<file path="src/include/pe_defs.svh">
`ifndef PE_DEFS_SVH
`define PE_DEFS_SVH

////////////////////////////////////////
// ieee-754 binary64 format
////////////////////////////////////////

// operand and result width
`define PE_DATA_W   64

// biased exponent field
`define PE_EXP_W    11

// stored fraction, hidden bit not counted
`define PE_MAN_W    52

// exponent bias of binary64
`define PE_EXP_BIAS 1023

`endif

</file>
<file path="src/hw/pe_pkg.sv">
`include "pe_defs.svh"

package pe_pkg;

  ////////////////////////////////////////
  // operation codes
  ////////////////////////////////////////

  // bit 1 picks the multiplier, bit 0 picks subtract in the adder
  typedef enum logic [1:0] {
    OP_ADD     = 2'd0,
    OP_SUB     = 2'd1,
    OP_MUL     = 2'd2,
    OP_MUL_ALT = 2'd3  // bit 1 set, so this multiplies too
  } pe_op_e;

  ////////////////////////////////////////
  // decoded operands
  ////////////////////////////////////////

  typedef struct packed {
    logic                 sign;
    logic [`PE_EXP_W-1:0] exp;     // still biased
    logic [`PE_MAN_W:0]   sig;     // hidden bit on top
    logic                 is_zero; // zero or flushed subnormal
  } pe_unpacked_t;

  // one beat as seen by the arithmetic units
  typedef struct packed {
    pe_op_e       op;
    pe_unpacked_t a;
    pe_unpacked_t b;
  } pe_dec_t;

endpackage

</file>
<file path="src/hw/pe_pipe_reg.sv">
`timescale 1ns/1ns
`include "pe_defs.svh"

// single-entry valid/ready stage
module pe_pipe_reg #(
  parameter type payload_t = logic [`PE_DATA_W-1:0]
) (
  input  logic     clk,
  input  logic     rst_n,
  input  logic     up_valid,
  output logic     up_ready,
  input  payload_t up_data,
  output logic     dn_valid,
  input  logic     dn_ready,
  output payload_t dn_data
);

  logic run; // comes up one edge after reset releases

  // accept when empty or when the held beat leaves this cycle
  assign up_ready = run && (!dn_valid || dn_ready);

  always_ff @(posedge clk) begin
    if (!rst_n) begin
      run      <= 1'b0;
      dn_valid <= 1'b0;
    end else begin
      run <= 1'b1;
      if (up_ready) dn_valid <= up_valid; // refill or drain
    end
  end

  always_ff @(posedge clk) begin
    if (up_ready && up_valid) dn_data <= up_data; // payload only
  end

endmodule

</file>
<file path="src/hw/pe_result.sv">
`timescale 1ns/1ns
`include "pe_defs.svh"

module pe_result (
  input  logic                  clk,
  input  logic                  rst_n,
  input  logic                  dec_valid,
  output logic                  dec_ready,
  input  pe_pkg::pe_op_e        op,
  input  logic [`PE_DATA_W-1:0] sum,
  input  logic [`PE_DATA_W-1:0] product,
  output logic                  out_valid,
  input  logic                  out_ready,
  output logic [`PE_DATA_W-1:0] out_data
);

  logic [`PE_DATA_W-1:0] pick; // chosen unit result

  // op bit 1 means multiply, codes 2 and 3 alike
  assign pick = op[1] ? product : sum;

  ////////////////////////////////////////
  // stage 2 register
  ////////////////////////////////////////

  pe_pipe_reg #(
    .payload_t (logic [`PE_DATA_W-1:0])
  ) i_out_reg (
    .clk      (clk),
    .rst_n    (rst_n),
    .up_valid (dec_valid),
    .up_ready (dec_ready), // stall goes back to decode
    .up_data  (pick),
    .dn_valid (out_valid),
    .dn_ready (out_ready),
    .dn_data  (out_data)
  );

endmodule

</file>
<file path="config.mk">
export PLATFORM = sky130hd
export DESIGN_NAME = pe_result
export DESIGN_NICKNAME = d
export VERILOG_FILES = /design/src/hw/pe_pkg.sv /design/src/hw/pe_pipe_reg.sv /design/src/hw/pe_result.sv
export VERILOG_INCLUDE_DIRS = /design/src /design/src/include
export SDC_FILE = /design/constraint.sdc
export NUM_CORES = 1
export LEC_CHECK = 0
export ABC_AREA = 1
export BUFFER_PORTS_ARGS = -buffer_cell sky130_fd_sc_hd__clkbuf_2
export CAP_MARGIN = 30
export CORE_MARGIN = 1.5
export CORE_UTILIZATION = 42
export DETAILED_ROUTE_END_ITERATION = 6
export PLACE_DENSITY = 0.85
export SLEW_MARGIN = 20
export SYNTH_ARGS = -nofsm -noshare
export SYNTH_HDL_FRONTEND = slang
export SYNTH_SLANG_ARGS = --single-unit
</file>
<file path="constraint.sdc">
create_clock -name clk -period 3 [get_ports clk]
set_input_delay 0.15 -clock clk [delete_from_list [all_inputs] [get_ports clk]]
set_output_delay 0.15 -clock clk [all_outputs]
set_load 0.1 [all_outputs]
</file>
==> flow_summary.toml <==
[sta]
slew_viol_final = 0
finalCriticalPeriod_ns = 1.65
post-route-period-util = 0.550
rsz0062_at_grt = "false"
finalSetupViolCount = 0
tns_ns = 0
worst_pin_slew_ns = 0.712
hold_viol = 0
maxSlewHeadroom = 0.526
fin_skew_ns = 0.00696
setup_ws_ns = 1.35
fmax_ghz = 0.606

[floorplanning]
core_um2 = 7180
die_h_um = 88.7
die-area_um2 = 7860
io_pins = 200
start_util = 0.430
fp-row-count = 31
chipWidth_um = 88.7

[clock_tree]
postCtsSetupBuffers = 0
cts_max_level = 3
clk_latency_ns = 0.32
cts_max_path_buffers = 2
cts_tree = "done"
cts_root_buf = "clkbuf_8"
cts_resized = 0
clock_sinks = 66
clkSlewWorstSetupHoldPaths_ns = 0.06
hold_buffers = 1
cts_made_buffers = 9

[yosys]
synthCells = 147
syn-cell-area_um2 = 3080
synth_fp_nets = 281
yosys.area.top_type_share = 0.623
ys_ff_latch = 66
synthTopCellsByArea = "edfxtp_1, mux2_4, buf_12, mux2_2, dfxtp_1"
ys.warnings.count = 0
yosysSeqAreaShare = 0.636
syn_avg_cell_area_um2 = 21.0
synth.largest_area_cell = "edfxtp_1"
yosys.cell_types.count = 11

[global_route]
grt_pass1_wl_um = 8960
grt.total_usage = 0.154
grt_max_degree = 42
grt_pass1_vias = 1962
antenna_found_initial = 0
overflow = 0

[cells_and_area]
fillers = 554
drive_gt1_frac = 0.782
design_area_um2 = 4320
fin_util = 0.602
antenna_cells = 0
instances_no_fill = 457
syn2layout_area_growth_pct = 40.2
finish.net_count = 487

[critical_path]
ff2ff_path_depth = 4
crit_type = "flip-flop to flip-flop"
required_ns = 3.02
worst-path-max-fanout = 35
arrival_ns = 1.67
rr_endpoint = "i_out_reg.dn_data[58]"
reg2reg_slack_ns = 1.35
worst_setup_path_start_kind = "flip-flop"
timing.rr.start = "i_out_reg.dn_valid"
cp-startpoint = "i_out_reg.dn_valid"
end_kind = "flip-flop"

[hold_path]
hp-start = "out_ready"
hold_class = "primary input to flip-flop"
hold_end = "i_out_reg.dn_valid"
min_path_cells = 3

[power]
p_leak_nw = 2.11
ir_worst_vdd_v = 0.000349
power_density_nw_per_um2 = 567

[place]
port_buffers = 198
place_ws_ns = 1.26
place.gp.congestion = 0.723
place_hpwl_um = 4910
dpl-instance-area_um2 = 4100
place_inst = 440

[detailed_routing]
vias_per_cell = 4.53
first_iter_violations = 61
ant_nets = 0
via_count = 2072
remaining_drc_errors = 0
wl_per_cell_um = 13.7
routed_wl_um = 6280
dr.pass1.iters = 4

[job]
drv_cap = 0

[outcome]
outcome = "finished, final reports clean"
-- cell usage after synthesis --
cell / count
a21o_1: 1
nand3_1: 1
a21oi_1: 1
mux2_4: 60
buf_6: 1
nand2_1: 2
inv_1: 5
edfxtp_1: 64
buf_12: 6
mux2_2: 4
dfxtp_1: 2
-- cell families (layout without fill, tap and decap cells) --
logic type,Yosys count,in the layout,synth area share
mux,64,64,0.307
flops,66,66,0.636
compound gates,2,2,0.00406
buf+inv,12,223,0.0487
simple gates,3,3,0.00406
-- flip-flops by register name, summed over array words and instances, names as in the netlist --
register	flops
i_out_reg.dn_data	64
i_out_reg.dn_valid	1
i_out_reg.run	1
-- final cells by class --
class / count / area [um2] / area share
Sequential cell: 66 / 1960 / 0.454
Timing Repair Buffer: 202 / 1040 / 0.240
Multi-Input combinational cell: 69 / 971 / 0.225
Clock buffer: 14 / 173 / 0.0400
Tap cell: 99 / 124 / 0.0287
Clock inverter: 2 / 35.0 / 0.00811
Inverter: 5 / 18.8 / 0.00434
-- metrics by stage --
stage	hold slack (ns)	total power, mW
floorplan	0.178	1.59
global placement	0.269	1.70
detailed placement	0.275	1.72
CTS	0.104	2.48
global route	0.101	2.55
finish	0.120	2.45
-- critical path, stage by stage (launching register included) --
cell and delay (ns):
dfxtp_1 0.32, nand2_1 0.09, nand3_1 0.11, inv_2 0.52, buf_12 0.30
-- where the power goes --
| group | total [mW] | internal (mW) | switching (mW) |
|---|---|---|---|
| registers | 1.08 | 1.07 | 0.0118 |
| clock network | 0.758 | 0.452 | 0.306 |
| logic | 0.608 | 0.192 | 0.416 |
| total | 2.45 | 1.72 | 0.734 |
-- how the worst max path moves through the flow --
stage	endpoint	slack, ns	cells past startpoint
detailed placement	i_out_reg.dn_data[0]	1.26	3
CTS	i_out_reg.dn_data[18]	1.32	4
floorplan	i_out_reg.dn_data[0]	0.37	3
global placement	i_out_reg.dn_data[8]	1.31	3
finish	i_out_reg.dn_data[58]	1.35	4
global route	i_out_reg.dn_data[56]	1.24	4
-- placed cells by master, fill, tap and decap left out, drive strengths merged --
cell / count
clkbuf: 211
buf: 4
a21oi: 1
dlygate4sd3: 1
bufinv: 1
clkinv: 1
nand3: 1
nand2: 2
inv: 5
a21o: 1
mux2: 64
dfxtp: 2
edfxtp: 64
-- metal layers --
| metal | share of wire | global-route usage | up-vias |
|---|---|---|---|
| li1 | - | - | 979 |
| met1 | 0.34 | 0.150 | 968 |
| met2 | 0.55 | 0.291 | 114 |
| met3 | 0.089 | 0.0504 | 11 |
| met4 | 0.018 | 0.0682 | 0 |
| met5 | 0 | 0 | - |
(Power assumes the default switching activity.)
